$ cat src/common/mbu_consts.svh
// Memory bank unit constants for bank count, I/O window, address codes and defaults

`ifndef MBU_CONSTS_SVH
`define MBU_CONSTS_SVH

// Register file size
`define MBU_NUM_BANKS 8

// I/O window 0x08..0x0F, low three bits pick the register
`define MBU_IO_BASE 8'h08

// Control unit read address codes
`define MBU_RADDR_MBP       5'b01100
`define MBU_RADDR_MBP_FLAGS 5'b01101
`define MBU_RADDR_FLAGS     5'b01110

// Control unit write address codes, same values as the reads
`define MBU_WADDR_MBP       5'b01100
`define MBU_WADDR_MBP_FLAGS 5'b01101
`define MBU_WADDR_FLAGS     5'b01110

// Prefix of the four AR write codes 001xx
`define MBU_WADDR_AR_MBX_HI 3'b001

// Power-on bank bytes
`define MBU_ROM_BANK 8'h80  // Front panel ROM switch set
`define MBU_RAM_BANK 8'h00  // ROM switch clear

`endif

$ cat src/common/mbu_pkg.sv
// Memory bank unit package with the command, operation and flag strobe types

`default_nettype none

package mbu_pkg;

   ////////////////////
   // Operations
   ////////////////////

   // One command per cycle, listed here in decode priority order
   typedef enum logic [2:0] {
      MBU_OP_NONE     = 3'd0,  // Idle cycle
      MBU_OP_IO_WRITE = 3'd1,  // OUT to 0x08..0x0F
      MBU_OP_CU_WRITE = 3'd2,  // Control unit write to MBP
      MBU_OP_AR_LOAD  = 3'd3,  // AR load, bank byte goes to aext
      MBU_OP_IO_READ  = 3'd4,  // IN from 0x08..0x0F
      MBU_OP_CU_READ  = 3'd5   // Control unit read of MBP
   } mbu_op_e;

   ////////////////////
   // Command
   ////////////////////

   // Broadcast from the decoder to every slice and the output selector
   typedef struct packed {
      mbu_op_e    op;     // What to do this cycle
      logic [2:0] sel;    // Bank register index
      logic [7:0] wdata;  // Write data, zero when not a write
   } mbu_cmd_t;

   ////////////////////
   // Flag unit
   ////////////////////

   // Active high strobes, one per flag read or write address code
   typedef struct packed {
      logic read_flags;
      logic read_mbp_flags;
      logic write_flags;
      logic write_mbp_flags;
   } mbu_flag_strb_t;

endpackage : mbu_pkg

`default_nettype wire

$ cat src/source/mbu_decode.sv
// Memory bank unit decoder, builds one command per cycle, flag strobes and the enable bit

`timescale 1ns/1ps
`default_nettype none

`include "mbu_consts.svh"

module mbu_decode (
   input  wire                          clk3,
   input  wire                          rst_n,
   input  wire  [7:0]                   ab,        // Address bus, low byte
   input  wire                          sysdev,    // I/O space select
   input  wire                          rd,        // I/O read level
   input  wire                          wr,        // I/O write level
   input  wire  [7:0]                   db_in,     // OUT data
   input  wire  [7:0]                   ibus_in,   // Control unit write data
   input  wire  [4:0]                   raddr,
   input  wire  [4:0]                   waddr,
   input  wire  [2:0]                   ir,        // Register index from IR
   input  wire                          idxen,     // Index AR load by ir
   output mbu_pkg::mbu_cmd_t            cmd,
   output logic                         enabled,   // Register file live
   output mbu_pkg::mbu_flag_strb_t      flag_strb
);
   import mbu_pkg::*;

   localparam logic [7:0] IO_BASE = `MBU_IO_BASE;

   logic io_hit;    // ab inside 0x08..0x0F on I/O space
   logic io_write;
   logic cu_write;
   logic ar_load;
   logic io_read;
   logic cu_read;

   ////////////////////
   // Address decode
   ////////////////////

   assign io_hit   = sysdev && (ab[7:3] == IO_BASE[7:3]);
   assign io_write = io_hit && wr;
   assign io_read  = io_hit && rd;
   assign cu_write = (waddr == `MBU_WADDR_MBP);
   assign cu_read  = (raddr == `MBU_RADDR_MBP);
   assign ar_load  = (waddr[4:2] == `MBU_WADDR_AR_MBX_HI);  // Any of 001xx

   ////////////////////
   // Command select
   ////////////////////

   // Fixed priority, first match wins
   always_comb begin
      cmd.op    = MBU_OP_NONE;
      cmd.sel   = 3'd0;
      cmd.wdata = 8'h00;
      if (io_write) begin
         cmd.op    = MBU_OP_IO_WRITE;
         cmd.sel   = ab[2:0];
         cmd.wdata = db_in;
      end else if (cu_write) begin
         cmd.op    = MBU_OP_CU_WRITE;
         cmd.sel   = ir;
         cmd.wdata = ibus_in;
      end else if (ar_load) begin
         cmd.op    = MBU_OP_AR_LOAD;
         cmd.sel   = idxen ? ir : {1'b0, waddr[1:0]};  // Indexed or fixed MB0..MB3
      end else if (io_read) begin
         cmd.op    = MBU_OP_IO_READ;
         cmd.sel   = ab[2:0];
      end else if (cu_read) begin
         cmd.op    = MBU_OP_CU_READ;
         cmd.sel   = ir;
      end
   end

   // Flag unit strobes, independent of the command above
   assign flag_strb.read_flags      = (raddr == `MBU_RADDR_FLAGS);
   assign flag_strb.read_mbp_flags  = (raddr == `MBU_RADDR_MBP_FLAGS);
   assign flag_strb.write_flags     = (waddr == `MBU_WADDR_FLAGS);
   assign flag_strb.write_mbp_flags = (waddr == `MBU_WADDR_MBP_FLAGS);

   ////////////////////
   // Enable flip-flop
   ////////////////////

   // Set by the first OUT to the unit, cleared only by reset
   always_ff @(posedge clk3 or negedge rst_n) begin
      if (!rst_n) begin
         enabled <= 1'b0;
      end else if (cmd.op == MBU_OP_IO_WRITE) begin
         enabled <= 1'b1;
      end
   end

endmodule : mbu_decode

`default_nettype wire

$ cat src/mbu/mbu_bank_slice.sv
// Memory bank slice, one bank register with index match, write and power-on default

`timescale 1ns/1ps
`default_nettype none

`include "mbu_consts.svh"

module mbu_bank_slice #(
   parameter int unsigned INDEX = 0  // Register number, 0..7
) (
   input  wire                clk3,
   input  wire                rst_n,
   input  wire mbu_pkg::mbu_cmd_t cmd,       // Broadcast command
   input  wire                enabled,   // Register file live
   input  wire                fprom,     // Front panel ROM switch
   output logic [7:0]         val        // Value seen by the selector
);
   import mbu_pkg::*;

   localparam logic [2:0] SEL_ID = 3'(INDEX);

   logic       hit;       // This slice addressed
   logic       wr_en;
   logic [7:0] store_q;   // Stored bank byte
   logic [7:0] dflt;      // Power-on byte

   ////////////////////
   // Write
   ////////////////////

   assign hit   = (cmd.sel == SEL_ID);
   assign wr_en = hit && ((cmd.op == MBU_OP_IO_WRITE) || (cmd.op == MBU_OP_CU_WRITE));

   always_ff @(posedge clk3 or negedge rst_n) begin
      if (!rst_n) begin
         store_q <= 8'h00;          // Unwritten registers read zero once enabled
      end else if (wr_en) begin
         store_q <= cmd.wdata;
      end
   end

   ////////////////////
   // Read value
   ////////////////////

   // Until the file is enabled every slice shows the switch default
   assign dflt = fprom ? `MBU_ROM_BANK : `MBU_RAM_BANK;
   assign val  = enabled ? store_q : dflt;

endmodule : mbu_bank_slice

`default_nettype wire

$ cat src/source/mbu_out_select.sv
// Memory bank output selector, drives bus read data and the registered address extension

`timescale 1ns/1ps
`default_nettype none

`include "mbu_consts.svh"

module mbu_out_select (
   input  wire                              clk3,
   input  wire                              rst_n,
   input  wire mbu_pkg::mbu_cmd_t           cmd,
   input  wire  [`MBU_NUM_BANKS*8-1:0]      bank_vals,  // Slice i in bits 8i+7..8i
   output logic [7:0]                       db_out,     // IN data
   output logic                             db_oe,
   output logic [7:0]                       ibus_out,   // Control unit read data
   output logic                             ibus_oe,
   output logic [7:0]                       aext        // Latched bank byte
);
   import mbu_pkg::*;

   logic [7:0] pick;      // Value of the addressed slice
   logic       io_rd;
   logic       cu_rd;

   ////////////////////
   // Slice mux
   ////////////////////

   assign pick = bank_vals[cmd.sel*8 +: 8];

   assign io_rd = (cmd.op == MBU_OP_IO_READ);
   assign cu_rd = (cmd.op == MBU_OP_CU_READ);

   ////////////////////
   // Bus drivers
   ////////////////////

   // Only one of the two reads can be decoded per cycle
   assign db_oe    = io_rd;
   assign db_out   = io_rd ? pick : 8'h00;   // Quiet when not driving
   assign ibus_oe  = cu_rd;
   assign ibus_out = cu_rd ? pick : 8'h00;

   ////////////////////
   // Address extension
   ////////////////////

   // Loaded with the AR, feeds ar[23:16]
   always_ff @(posedge clk3 or negedge rst_n) begin
      if (!rst_n) begin
         aext <= 8'h00;
      end else if (cmd.op == MBU_OP_AR_LOAD) begin
         aext <= pick;
      end
   end

endmodule : mbu_out_select

`default_nettype wire

$ cat src/source/mbu_top.sv
// Memory bank unit top level, decoder feeding eight bank slices and the output selector

`timescale 1ns/1ps
`default_nettype none

`include "mbu_consts.svh"

module mbu_top (
   input  wire                          clk3,
   input  wire                          rst_n,
   input  wire  [7:0]                   ab,
   input  wire                          sysdev,
   input  wire                          rd,
   input  wire                          wr,
   input  wire  [7:0]                   db_in,
   output logic [7:0]                   db_out,
   output logic                         db_oe,
   input  wire  [7:0]                   ibus_in,
   output logic [7:0]                   ibus_out,
   output logic                         ibus_oe,
   input  wire  [4:0]                   raddr,
   input  wire  [4:0]                   waddr,
   input  wire  [2:0]                   ir,
   input  wire                          idxen,
   input  wire                          fprom,      // ROM switch
   output logic [7:0]                   aext,       // Address extension byte
   output mbu_pkg::mbu_flag_strb_t      flag_strb
);
   import mbu_pkg::*;

   mbu_cmd_t                   cmd;        // One command per cycle
   logic                       enabled;
   logic [`MBU_NUM_BANKS*8-1:0] bank_vals;  // All slice values
   logic [7:0]                 aext_q;     // Registered AR byte

   ////////////////////
   // Decode
   ////////////////////

   mbu_decode u_decode (
      .clk3      (clk3),
      .rst_n     (rst_n),
      .ab        (ab),
      .sysdev    (sysdev),
      .rd        (rd),
      .wr        (wr),
      .db_in     (db_in),
      .ibus_in   (ibus_in),
      .raddr     (raddr),
      .waddr     (waddr),
      .ir        (ir),
      .idxen     (idxen),
      .cmd       (cmd),
      .enabled   (enabled),
      .flag_strb (flag_strb)
   );

   ////////////////////
   // Register file
   ////////////////////

   for (genvar i = 0; i < `MBU_NUM_BANKS; i++) begin : g_bank
      mbu_bank_slice #(.INDEX(i)) u_slice (
         .clk3    (clk3),
         .rst_n   (rst_n),
         .cmd     (cmd),
         .enabled (enabled),
         .fprom   (fprom),
         .val     (bank_vals[i*8 +: 8])
      );
   end

   ////////////////////
   // Outputs
   ////////////////////

   mbu_out_select u_out_select (
      .clk3      (clk3),
      .rst_n     (rst_n),
      .cmd       (cmd),
      .bank_vals (bank_vals),
      .db_out    (db_out),
      .db_oe     (db_oe),
      .ibus_out  (ibus_out),
      .ibus_oe   (ibus_oe),
      .aext      (aext_q)
   );

   // Power-on default on aext until the file comes up
   // An AR load before that latches the same default byte
   assign aext = enabled ? aext_q : (fprom ? `MBU_ROM_BANK : `MBU_RAM_BANK);

endmodule : mbu_top

`default_nettype wire

$ cat config.mk
export PLATFORM = sky130hd
export DESIGN_NAME = mbu_top
export DESIGN_NICKNAME = d
export VERILOG_FILES = /design/src/common/mbu_pkg.sv /design/src/source/mbu_decode.sv /design/src/mbu/mbu_bank_slice.sv /design/src/source/mbu_out_select.sv /design/src/source/mbu_top.sv
export VERILOG_INCLUDE_DIRS = /design/src /design/src/common
export SDC_FILE = /design/constraint.sdc
export NUM_CORES = 1
export LEC_CHECK = 0
export BUFFER_PORTS_ARGS = -buffer_cell sky130_fd_sc_hd__buf_2
export CAP_MARGIN = 40
export CORE_ASPECT_RATIO = 1.25
export CORE_UTILIZATION = 35
export DETAILED_ROUTE_END_ITERATION = 10
export GPL_TIMING_DRIVEN = 1
export PLACE_DENSITY_LB_ADDON = 0.1
export SYNTH_ARGS = -nofsm -noshare
export SYNTH_HDL_FRONTEND = slang
export SYNTH_SLANG_ARGS = --single-unit
$ cat constraint.sdc
create_clock -name clk3 -period 5.1 [get_ports clk3]
set_input_delay 1.02 -clock clk3 [delete_from_list [all_inputs] [get_ports clk3]]
set_output_delay 1.02 -clock clk3 [all_outputs]
set_load 0.02 [all_outputs]
; ---- After elaboration in Yosys (flattened, before gate mapping)
; Cells that the tools add are included.
[totals]
regBits = 73
latchBits = 0
ramBits = 0
rom_bits = 0
input_bits = 44
out_inout_bits = 30
elab_cells = 63
n_memories = 0
[op_classes]
addsub = 0
mul = 0
n_div = 0
order_cmp = 0
eq_ne = 20
n_shift = 1
muxes = 19
bitwise_logic = 0
n_reduce_logical = 13
[op_table]
columns = operator, n
row1 = $mux W8, 13
row2 = $shiftx A64 B7 Y8, 1
row3 = $eq A5 B4 Y1 const B, 6
row4 = $mux W6, 4
row5 = $eq A3 B3 Y1 const B, 6
row6 = $mux W14, 1
row7 = $eq A3 B2 Y1 const B, 4
row8 = $logic_and A1 B1 Y1, 11
row9 = $eq A3 B1 Y1 const B, 3
row10 = $eq A5 B1 Y1 const B, 1
row11 = $logic_not A3 Y1, 1
row12 = $mux W3, 1
row13 = $logic_or A1 B1 Y1, 1

; ---- Depth between registers and ports, before layout
; Gate-level depths: netlist of the first run.
[logic_depth]
word_depth = 10
depth_mapped = 11
depth_no_buf = 8

; ---- By module
; From an unflattened synthesis of the first run, not the netlist that was laid out.
[hier_totals]
cells_unflattened = 391
area_unflattened_um2 = 4787.1
[modules_own_cells]
columns = module, n_inst, cells_each, area_per_inst_um2, seq_area_each_um2
row1 = mbu_bank_slice (g_bank[1].u_slice ...), 4, 27, 389.1, 200.2
row2 = mbu_out_select, 1, 106, 1216.2, 200.2
row3 = mbu_bank_slice (g_bank[3].u_slice ...), 3, 27, 379.1, 200.2
row4 = mbu_decode, 1, 61, 422.9, 25.0
row5 = mbu_bank_slice (g_bank[0].u_slice), 1, 27, 386.6, 200.2
row6 = mbu_top, 1, 8, 67.6, 0.0

; ---- Worst setup path after synthesis of the first run
; Ideal clock, no wire load.
[synth_timing]
path_kind = input -> output
from = input port ab[4]
to = output port db_out[4]
arrival_time_ps = 2938
required_time_ps = 4080
setup_slack_ps = 1142
stages = 11
path_buffers = 3
cell_sequence = nor4b_4 -> and3_2 -> buf_6 -> a21oi_2 -> nor3_4 -> buf_6 -> buf_12 -> nand2_2 -> o22ai_1 -> o21ai_1 -> nor2_1
[synth_via]
elab_chain_cells = 9
word_cells_on_any_way = 11
cone_classes = eq/ne: 2 / shift: 1 / mux: 5 / reduce/logical: 3
[synth_rtl]
columns = item, line_no
row1 = from (decl), mbu_top.sv:11  ; input wire [7:0] ab,
row2 = $eq A5 B1 Y1 *, mbu_decode.sv:40  ; assign io_hit = sysdev && (ab[7:3] == IO_BASE[7:3]);
row3 = $logic_and A1 B1 Y1 *, mbu_decode.sv:40
row4 = $logic_and A1 B1 Y1, mbu_decode.sv:42  ; assign io_read = io_hit && rd;
row5 = $mux W6, mbu_decode.sv:67  ; end else if (io_read) begin
row6 = $mux W6, mbu_decode.sv:64  ; end else if (ar_load) begin
row7 = $mux W6, mbu_decode.sv:60  ; end else if (cu_write) begin
row8 = $mux W14 *, mbu_decode.sv:56  ; if (io_write) begin
row9 = $shiftx A64 B7 Y8 / $eq A3 B3 Y1 (equally long branches), "mbu_out_select.sv:29, mbu_out_select.sv:31"
row10 = $mux W8 *, mbu_out_select.sv:40  ; assign db_out = io_rd ? pick : 8'h00;
row11 = to (decl), mbu_top.sv:16  ; output logic [7:0] db_out,
; Mark *: on every way between the ends. The rest lies on a longest branch, timed or not.

; ---- Worst setup path in the final report of the first run
[layout_timing]
from = input port raddr[4]
to = output port ibus_out[5]
[layout_via]
elab_chain_cells = 8
word_cells_on_any_way = 9
cone_classes = eq/ne: 2 / shift: 1 / mux: 6
[layout_rtl]
columns = item, line_no
row1 = from (decl), mbu_top.sv:21  ; input wire [4:0] raddr,
row2 = $eq A5 B4 Y1 (no source line) *, n/a
row3 = $mux W6 *, mbu_decode.sv:70  ; end else if (cu_read) begin
row4 = $mux W6 *, mbu_decode.sv:67
row5 = $mux W6 *, mbu_decode.sv:64
row6 = $mux W6 *, mbu_decode.sv:60
row7 = $mux W14 *, mbu_decode.sv:56
row8 = $shiftx A64 B7 Y8 / $eq A3 B3 Y1 (equally long branches), "mbu_out_select.sv:29, mbu_out_select.sv:32"
row9 = $mux W8 *, mbu_out_select.sv:42  ; assign ibus_out = cu_rd ? pick : 8'h00;
row10 = to (decl), mbu_top.sv:19  ; output logic [7:0] ibus_out,
; Marked as above.

==> qor.csv, run 1 <==
metric,value,unit
Synth Area in Compound Gates,21.0,%
CP startpoint kind,primary input,
Final min period,4.51,ns
reg2reg start,u_decode.enabled$_DFFE_PN0N_,
critical path required time,4.08,ns
Synth area leaders,"dfrtp_1 46%, mux2i_1 7.3%, nor2_1 5.7%",
Crit Path Max Fanout,14,
Yosys Warn Count,0,
top cell type by total area after synthesis,dfrtp_1,
CTS resizes,0,
clk sink count,73,
number of synthesized flops with an enable pin,0,
fin. max-slew vios,0,
Finished Layout Cells,618,
Routed wire per std cell,16.8,um
antenna cells,0,
Post-Synthesis Cells,410,
Filler Cell Count,1111,
f_max,0.222,GHz
Final Util,42.4,%
Post-Syn Area,0.00398,mm^2
status,"complete, no violations",
most common cell in the netlist,dfrtp_1,
clock slew at reported path FFs,0.06,ns
vias in the first global route,3159,
data arrival time of the worst path,3.49,ns
clock latency on the worst-skew pair,0.34,ns
Synth top cells by count,"73 x dfrtp_1, 60 x nor2_1, 42 x a21oi_1",
root buffer cell,clkbuf_16,
hold_ws,0.473,ns
final hold vios,0,
via/cell ratio,5.14,
GRT Total Usage,18.8,%
P&R area growth vs syn,17.9,%
setup tns final,0,ns
Total Wirelength,10400,um
hold path start,g_bank[6].u_slice.store_q[0]$_DFFE_PN0P_,
I/O Buffers,73,
Post-DP HPWL,7790,um
Iteration-0 DRC Markers,156,
Die X,97.4,um
worst hold path type,reg -> reg,
Detail Route Antenna Nets,0,
initial antenna violation count,0,
maximum capacitance violations,0,
largest net degree at the start of global routing,36,
Layout Nets,523,
# DRC,0,
Static Leakage,2.29,nW
GR Overflow Total,0,
Post-synth ARST share,100,%
Post-CTS Setup Bufs,0,
RSZ-0062 raised after global routing,no,
initial core utilization,35.9,%
Crit. End Element,output pin,
synth unique cells,59,
vias after detailed routing,3176,
fraction of layout cells with a size suffix above 1,26.7,%
Post-Place Cells,603,
Worst Setup SP,raddr[4],
Adder-Cell Fraction of Synth Area,0,%
largest family of logic cells by synthesized area,compound AO/OA/AOI/OAI gates,
XOR/XNOR Fraction of Synth Area,0,%
routability cong.,0.768,
CP Class,in -> out,
Die H,121,um
Yosys reg bits,73,
mux cell area share after synthesis,8.13,%
H-tree Lvls,3,
P per Cell Area,302,mW/mm^2
router iterations before antenna repair,4,
sequential area share after synthesis,45.9,%
CTS Hold Buffers Added,0,
Rel. slew slack,33.1,%
total core area,0.0111,mm^2
"Primary FF master, synth",dfrtp_1,
syn avg cell area,9.72,um^2
Setup Skew,0.00887,ns
die area,0.0118,mm^2
"Net Count, Synth",454,
maximum buffer depth of the clock tree,2,
Ports,74,
row count,43,
VDD IR max,0.203,mV
first-pass GRT wire length,16900,um
"worst slack, placed",0.555,ns
multi-input logic area,0.00195,mm^2
share of the synthesized area in the top cell type,45.9,%
Least-Margin Pin Slew,1.00,ns
Final period util,88.5,%
post-route setup slack,0.586,ns
CTS tree,done,
Sequential cell area,0.00183,mm^2
total CTS buffers,9,
endpoints failing setup,0,
Post-Synth Simple-Gate Area,19.9,%
where the power goes:
| part | switching (mW) | internal (mW) | total [mW] |
|---|---|---|---|
| combinational | 0.0985 | 0.0716 | 0.170 |
| sequential | 0.0168 | 0.611 | 0.628 |
| clock | 0.244 | 0.378 | 0.622 |
cell usage in the layout, fill, tap and decap left out, types with 4 or more instances in the layout:
cell type and n:
dfrtp_1 73, buf_2 73, nor2_1 60, a21oi_1 42
nand2_1 41, mux2i_1 29, o21ai_0 18, o21ai_1 15
a22oi_1 10, o22ai_1 10, clkbuf_16 9, and2_1 8
o21ai_2 7, buf_4 7, nand2_2 5, nor2b_1 4
inv_1 4
logic make-up after synthesis:
logic type             Yosys count
AO/OA/AOI/OAI                  126
AND/OR/NAND/NOR                152
flip-flops                      73
buffers and inverters           27
multiplexers                    32
layer usage:
metal	global-route usage, %	part of all wire, %	routed length, um
met1	23.3	46	4730
met5	0	0	0
met3	3.46	4.1	421
met4	7.81	2.2	228
met2	31.9	48	4990
worst paths after layout:
path,to,slack [ns],cells past startpoint
max,ibus_out[5],0.59,11
min,g_bank[6].u_slice.store_q[0]$_DFFE_PN0P_,0.47,2
max reg2reg,u_out_select.aext[5]$_DFFE_PN0N_,2.97,5
min reg2reg,g_bank[6].u_slice.store_q[0]$_DFFE_PN0P_,0.47,2
max in group asynchronous,g_bank[4].u_slice.store_q[7]$_DFFE_PN0P_,3.44,3
min in group asynchronous,g_bank[0].u_slice.store_q[2]$_DFFE_PN0P_,0.65,1
area by class of cell:
class                           count  area share, %
Clock buffer                       11           4.95
Inverter                            4          0.320
Sequential cell                    73           38.9
Timing Repair Buffer               81           9.48
Tap cell                          135           3.60
Clock inverter                      4           1.17
Multi-Input combinational cell    310           41.6
registers in the layout, indices dropped and copies added, names as in the netlist:
name,cells
u_decode.enabled,1
u_out_select.aext,8
g_bank.u_slice.store_q,64
critical path, stage by stage:
cell and delay, ns:
buf_2 0.10, nand4bb_1 0.23, nor3_2 0.30, a32o_1 0.36, a21oi_4 0.10, buf_4 0.22
or3_1 0.42, o22ai_1 0.24, o21ai_1 0.17, nor2_1 0.15, buf_2 0.18
through the flow:
stage / instance area, um^2 / power (mW)
floorplan: 3980 / 0.744
global placement: 4370 / 0.806
detailed placement: 4410 / 0.811
CTS: 4700 / 1.44
global route: 4700 / 1.48
finish: 4700 / 1.42
(Power assumes the default switching activity.)
==> run 2, diff against run 1 <==
ABC_AREA = 1   (was default)
==> qor.csv, run 2 <==
metric,value,unit
status,"complete, no violations",
Detail Route Antenna Nets,0,
post-route setup slack,0.882,ns
"Primary FF master, synth",dfrtp_1,
Die X,102,um
Largest Register,g_bank.u_slice.store_q,
sequential area share after synthesis,42.1,%
top cell type by total area after synthesis,dfrtp_1,
CP Class,in -> out,
Synth area leaders,"dfrtp_1 42%, nand2_1 21%, nand3_1 10%",
syn avg cell area,7.05,um^2
Final period util,82.7,%
routability cong.,0.853,
Static Leakage,2.55,nW
total core area,0.0121,mm^2
Layout Nets,718,
clock slew at reported path FFs,0.06,ns
fin. max-slew vios,0,
Sw Share,24.7,%
Post-Place Cells,827,
Switch Pwr,0.357,mW
total power,1.44,mW
Post-synth ARST share,100,%
# DRC,0,
max reg flops,64,
vias in the first global route,4007,
Finished Layout Cells,843,
final instance area,0.00513,mm^2
Final min period,4.22,ns
CTS resizes,0,
Routed wire per std cell,15.6,um
largest registers,"g_bank.u_slice.store_q (64), u_out_select.aext (8), u_decode.enabled (1)",
"commonest non-fill, non-tap cell in the layout",nand2_1,
most frequent cells in the layout,"239 x nand2_1, 89 x nand3_1, 73 x buf_2, 72 x dfrtp_1, 39 x inv_1",
P_int,1.09,mW
clk sink count,73,
power share of the sequential group,41.4,%
largest net degree at the start of global routing,43,
maximum capacitance violations,0,
fraction of layout cells with a size suffix above 1,19.0,%
Total Wirelength,13200,um
CP startpoint kind,primary input,
Synth top cells by count,"239 x nand2_1, 89 x nand3_1, 73 x dfrtp_1",
most common cell in the netlist,nand2_1,
I/O Buffers,73,
Rel. slew slack,48.9,%
Post-DP HPWL,9130,um
Final Util,42.4,%
Post-CTS Setup Bufs,0,
vias after detailed routing,4199,
setup tns final,0,ns
endpoints failing setup,0,
data arrival time of the worst path,3.20,ns
Post-Synthesis Cells,615,
worst hold path type,in -> async,
Yosys Warn Count,0,
GR Overflow Total,0,
GRT Total Usage,21.7,%
clock power share,47.7,%
via/cell ratio,4.98,
RSZ-0062 raised after global routing,no,
P&R area growth vs syn,18.3,%
hold_ws,0.476,ns
die area,0.0128,mm^2
first-pass GRT wire length,21000,um
Yosys reg bits,73,
placed cell areas,0.00481,mm^2
Post-Syn Area,0.00434,mm^2
initial antenna violation count,0,
initial core utilization,35.8,%
share of the synthesized area in the top cell type,42.1,%
P per Cell Area,281,mW/mm^2
Iteration-0 DRC Markers,357,
Crit. End Element,output pin,
Crit Path Max Fanout,36,
router iterations before antenna repair,5,
total CTS buffers,9,
number of synthesized flops with an enable pin,0,
VDD IR max,0.117,mV
root buffer cell,clkbuf_16,
f_max,0.237,GHz
maximum buffer depth of the clock tree,2,
Ports,74,
clock latency on the worst-skew pair,0.34,ns
CTS Hold Buffers Added,0,
H-tree Lvls,3,
Gate power share,10.9,%
Die H,126,um
synth unique cells,30,
"Net Count, Synth",659,
critical path required time,4.08,ns
Least-Margin Pin Slew,0.767,ns
Setup Skew,0.0102,ns
"worst slack, placed",0.895,ns
final hold vios,0,
row count,45,
CTS tree,done,
antenna cells,0,
[run 2: changes by cell type after synthesis, moves of 29 or more]
cell	delta
inv_1	+35
a21oi_1	-33
mux2i_1	-29
nand2_1	+198
nand3_1	+86
nor2_1	-36
[run 2: layout make-up]
| type | count | area (um^2) |
|---|---|---|
| fillers | 1312 | 6970 |
| multi-input cells | 466 | 2170 |
| flip-flops and latches | 73 | 1830 |
| repair buffers | 81 | 438 |
| clock buffers | 12 | 246 |
| well taps | 164 | 205 |
| inverters | 43 | 164 |
| clock inverters | 4 | 76.3 |
[run 2: routing by layer]
layer | routed length, um | GRT usage (%) | up-vias
met5 | 0 | 0 | -
met4 | 465 | 10.1 | 0
met3 | 722 | 3.69 | 29
met2 | 6160 | 35.6 | 151
met1 | 5830 | 27.6 | 1906
li1 | - | - | 2113
[run 2: worst max-delay path, stage by stage]
cell and delay, ns:
buf_2 0.11, nor2_1 0.13, nand3_2 0.11, nor2_2 0.08, buf_4 0.21, inv_2 0.10
or2_1 0.22, buf_4 0.26, nand2_8 0.27, nand2_1 0.10, nand3_1 0.08, nand3_1 0.10
nand2_1 0.17, nor2_1 0.05, buf_2 0.17
[run 2: final timing paths]
path	start	to	slack [ns]	cells past startpoint
worst max-delay path	ab[6]	db_out[0]	0.88	15
worst min-delay path	rst_n	u_out_select.aext[4]$_DFFE_PN0N_	0.48	1
worst max register to register	u_decode.enabled$_DFFE_PN0N_	u_out_select.aext[7]$_DFFE_PN0N_	3.00	11
worst min register to register	u_out_select.aext[2]$_DFFE_PN0N_	u_out_select.aext[2]$_DFFE_PN0N_	0.48	2
max in group asynchronous	rst_n	g_bank[1].u_slice.store_q[3]$_DFFE_PN0P_	3.92	2
min in group clk3	u_out_select.aext[2]$_DFFE_PN0N_	u_out_select.aext[2]$_DFFE_PN0N_	0.48	2
[run 2: kinds of logic (layout without fill, tap and decap cells)]
kind of cell	Yosys count	count (layout)	synth area share, %
buffers and inverters	76	140	7.76
AND/OR/NAND/NOR	378	378	38.7
AO/OA/AOI/OAI	88	88	11.4
flip-flops	73	73	42.1
[run 2: power groups by stage]
stage          clock, mW  combinational (mW)  sequential [mW]
6_report           0.689               0.158            0.597
3_5_place_dp           0               0.159            0.607
5_1_grt            0.726               0.178            0.598
2_1_floorplan          0              0.0961            0.606
4_1_cts            0.697               0.160            0.597
3_3_place_gp           0               0.154            0.607
==> run 3, diff against run 2 <==
clock period = 4.4 ns   (was 5.1 ns; I/O delays follow)
==> qor.csv, run 3 (synthesis results as in run 2) <==
metric,value,unit
total CTS buffers,9,
Ports,74,
status,"complete, no violations",
P_int,1.24,mW
vias in the first global route,4101,
power share of the sequential group,41.6,%
Gate power share,11.0,%
fin. max-slew vios,0,
Setup Skew,0.00527,ns
H-tree Lvls,3,
Sequential cell area,0.00183,mm^2
post-route setup slack,0.505,ns
first-pass GRT wire length,21300,um
largest net degree at the start of global routing,47,
RSZ-0062 raised after global routing,no,
Least-Margin Pin Slew,0.599,ns
largest registers,"g_bank.u_slice.store_q (64), u_out_select.aext (8), u_decode.enabled (1)",
maximum capacitance violations,0,
Sw Share,25.4,%
f_max,0.257,GHz
Crit. End Element,output pin,
fraction of layout cells with a size suffix above 1,19.2,%
# DRC,0,
critical path required time,3.52,ns
GR Overflow Total,0,
final hold vios,0,
vias after detailed routing,4176,
row count,45,
Total Wirelength,13100,um
endpoints failing setup,0,
Detail Route Antenna Nets,0,
Switch Pwr,0.423,mW
die area,0.0128,mm^2
initial antenna violation count,0,
Post-CTS Setup Bufs,0,
Static Leakage,2.54,nW
Post-DP HPWL,9050,um
via/cell ratio,4.96,
Crit Path Max Fanout,32,
Final period util,88.5,%
CTS Hold Buffers Added,0,
Filler Cell Count,1315,
worst hold path type,reg -> reg,
maximum buffer depth of the clock tree,2,
total core area,0.0121,mm^2
"commonest non-fill, non-tap cell in the layout",nand2_1,
total power,1.66,mW
router iterations before antenna repair,4,
P&R area growth vs syn,17.8,%
CP startpoint kind,primary input,
initial core utilization,35.8,%
"worst slack, placed",0.502,ns
Largest Register,g_bank.u_slice.store_q,
Layout Nets,717,
CTS tree,done,
data arrival time of the worst path,3.02,ns
Die H,126,um
multi-input logic area,0.00217,mm^2
clk sink count,73,
GRT Total Usage,22.0,%
max reg flops,64,
clock latency on the worst-skew pair,0.34,ns
CTS resizes,0,
Post-Place Cells,826,
Die X,102,um
Rel. slew slack,59.6,%
CP Class,in -> out,
Routed wire per std cell,15.5,um
root buffer cell,clkbuf_16,
clock power share,47.4,%
most frequent cells in the layout,"239 x nand2_1, 89 x nand3_1, 73 x buf_2, 72 x dfrtp_1, 39 x inv_1",
setup tns final,0,ns
clock slew at reported path FFs,0.06,ns
VDD IR max,0.176,mV
I/O Buffers,73,
Final min period,3.90,ns
Iteration-0 DRC Markers,353,
antenna cells,0,
Finished Layout Cells,842,
P per Cell Area,325,mW/mm^2
routability cong.,0.876,
==> run 3: cell types whose count changed in the layout (fill, tap and decap cells not counted), sizes merged <==
cell,change
buf,-1
clkinv,+1
clkbuf,-3
clkinvlp,+1
inv,+1
==> run 3: per-stage QoR <==
| step | cell area (um^2) | hold WS, ns | utilization, % |
|---|---|---|---|
| 5_1_grt | 5110 | 0.491 | 42.2 |
| 6_report | 5110 | 0.480 | 42.2 |
| 4_1_cts | 5110 | 0.483 | 42.2 |
| 3_5_place_dp | 4790 | 0.468 | 39.6 |
| 3_3_place_gp | 4790 | 0.466 | 39.6 |
| 2_1_floorplan | 4340 | 0.449 | - |
==> run 3: final cells by class <==
class                           instances  area share, %
Multi-Input combinational cell        466           42.6
Sequential cell                        73           35.8
Timing Repair Buffer                   80           8.18
Clock buffer                            9           4.41
Tap cell                              164           4.02
Inverter                               43           3.21
Clock inverter                          7           1.84
==> run 3: critical path, cell delays in order <==
cell and delay (ns):
buf_2 0.10, nor2_1 0.12, nand3_2 0.11, nor2_2 0.23
inv_2 0.12, nand2_1 0.11, nand2_1 0.08, nand2_2 0.13
buf_4 0.36, nand3_1 0.12, nand3_1 0.12, nand3_1 0.16
nand2_1 0.15, nor2_1 0.04, buf_2 0.17
==> run 3: final timing paths <==
path | start | end | slack, ns | cells past startpoint
min in group asynchronous | rst_n | u_out_select.aext[5]$_DFFE_PN0N_ | 0.55 | 1
max in group asynchronous | rst_n | g_bank[2].u_slice.store_q[1]$_DFFE_PN0P_ | 2.81 | 2
hold reg to reg | u_out_select.aext[3]$_DFFE_PN0N_ | u_out_select.aext[3]$_DFFE_PN0N_ | 0.48 | 2
setup / recovery | ab[6] | ibus_out[3] | 0.50 | 15
hold / removal | u_out_select.aext[3]$_DFFE_PN0N_ | u_out_select.aext[3]$_DFFE_PN0N_ | 0.48 | 2
setup reg to reg | u_decode.enabled$_DFFE_PN0N_ | u_out_select.aext[7]$_DFFE_PN0N_ | 2.43 | 11
==> run 3: per-layer routing <==
layer | share of wire (%) | global-route usage (%) | vias up
li1 | - | - | 2102
met3 | 5.1 | 3.58 | 20
met2 | 47 | 35.9 | 120
met4 | 2.0 | 8.87 | 0
met5 | 0 | 0 | -
met1 | 46 | 28.7 | 1934
==> run 3: power by group through the flow <==
stage | sequential [mW] | combinational (mW) | clock (mW)
finish | 0.691 | 0.183 | 0.788
CTS | 0.691 | 0.185 | 0.805
global route | 0.693 | 0.207 | 0.829
global placement | 0.703 | 0.184 | 0
detailed placement | 0.704 | 0.185 | 0
floorplan | 0.702 | 0.111 | 0
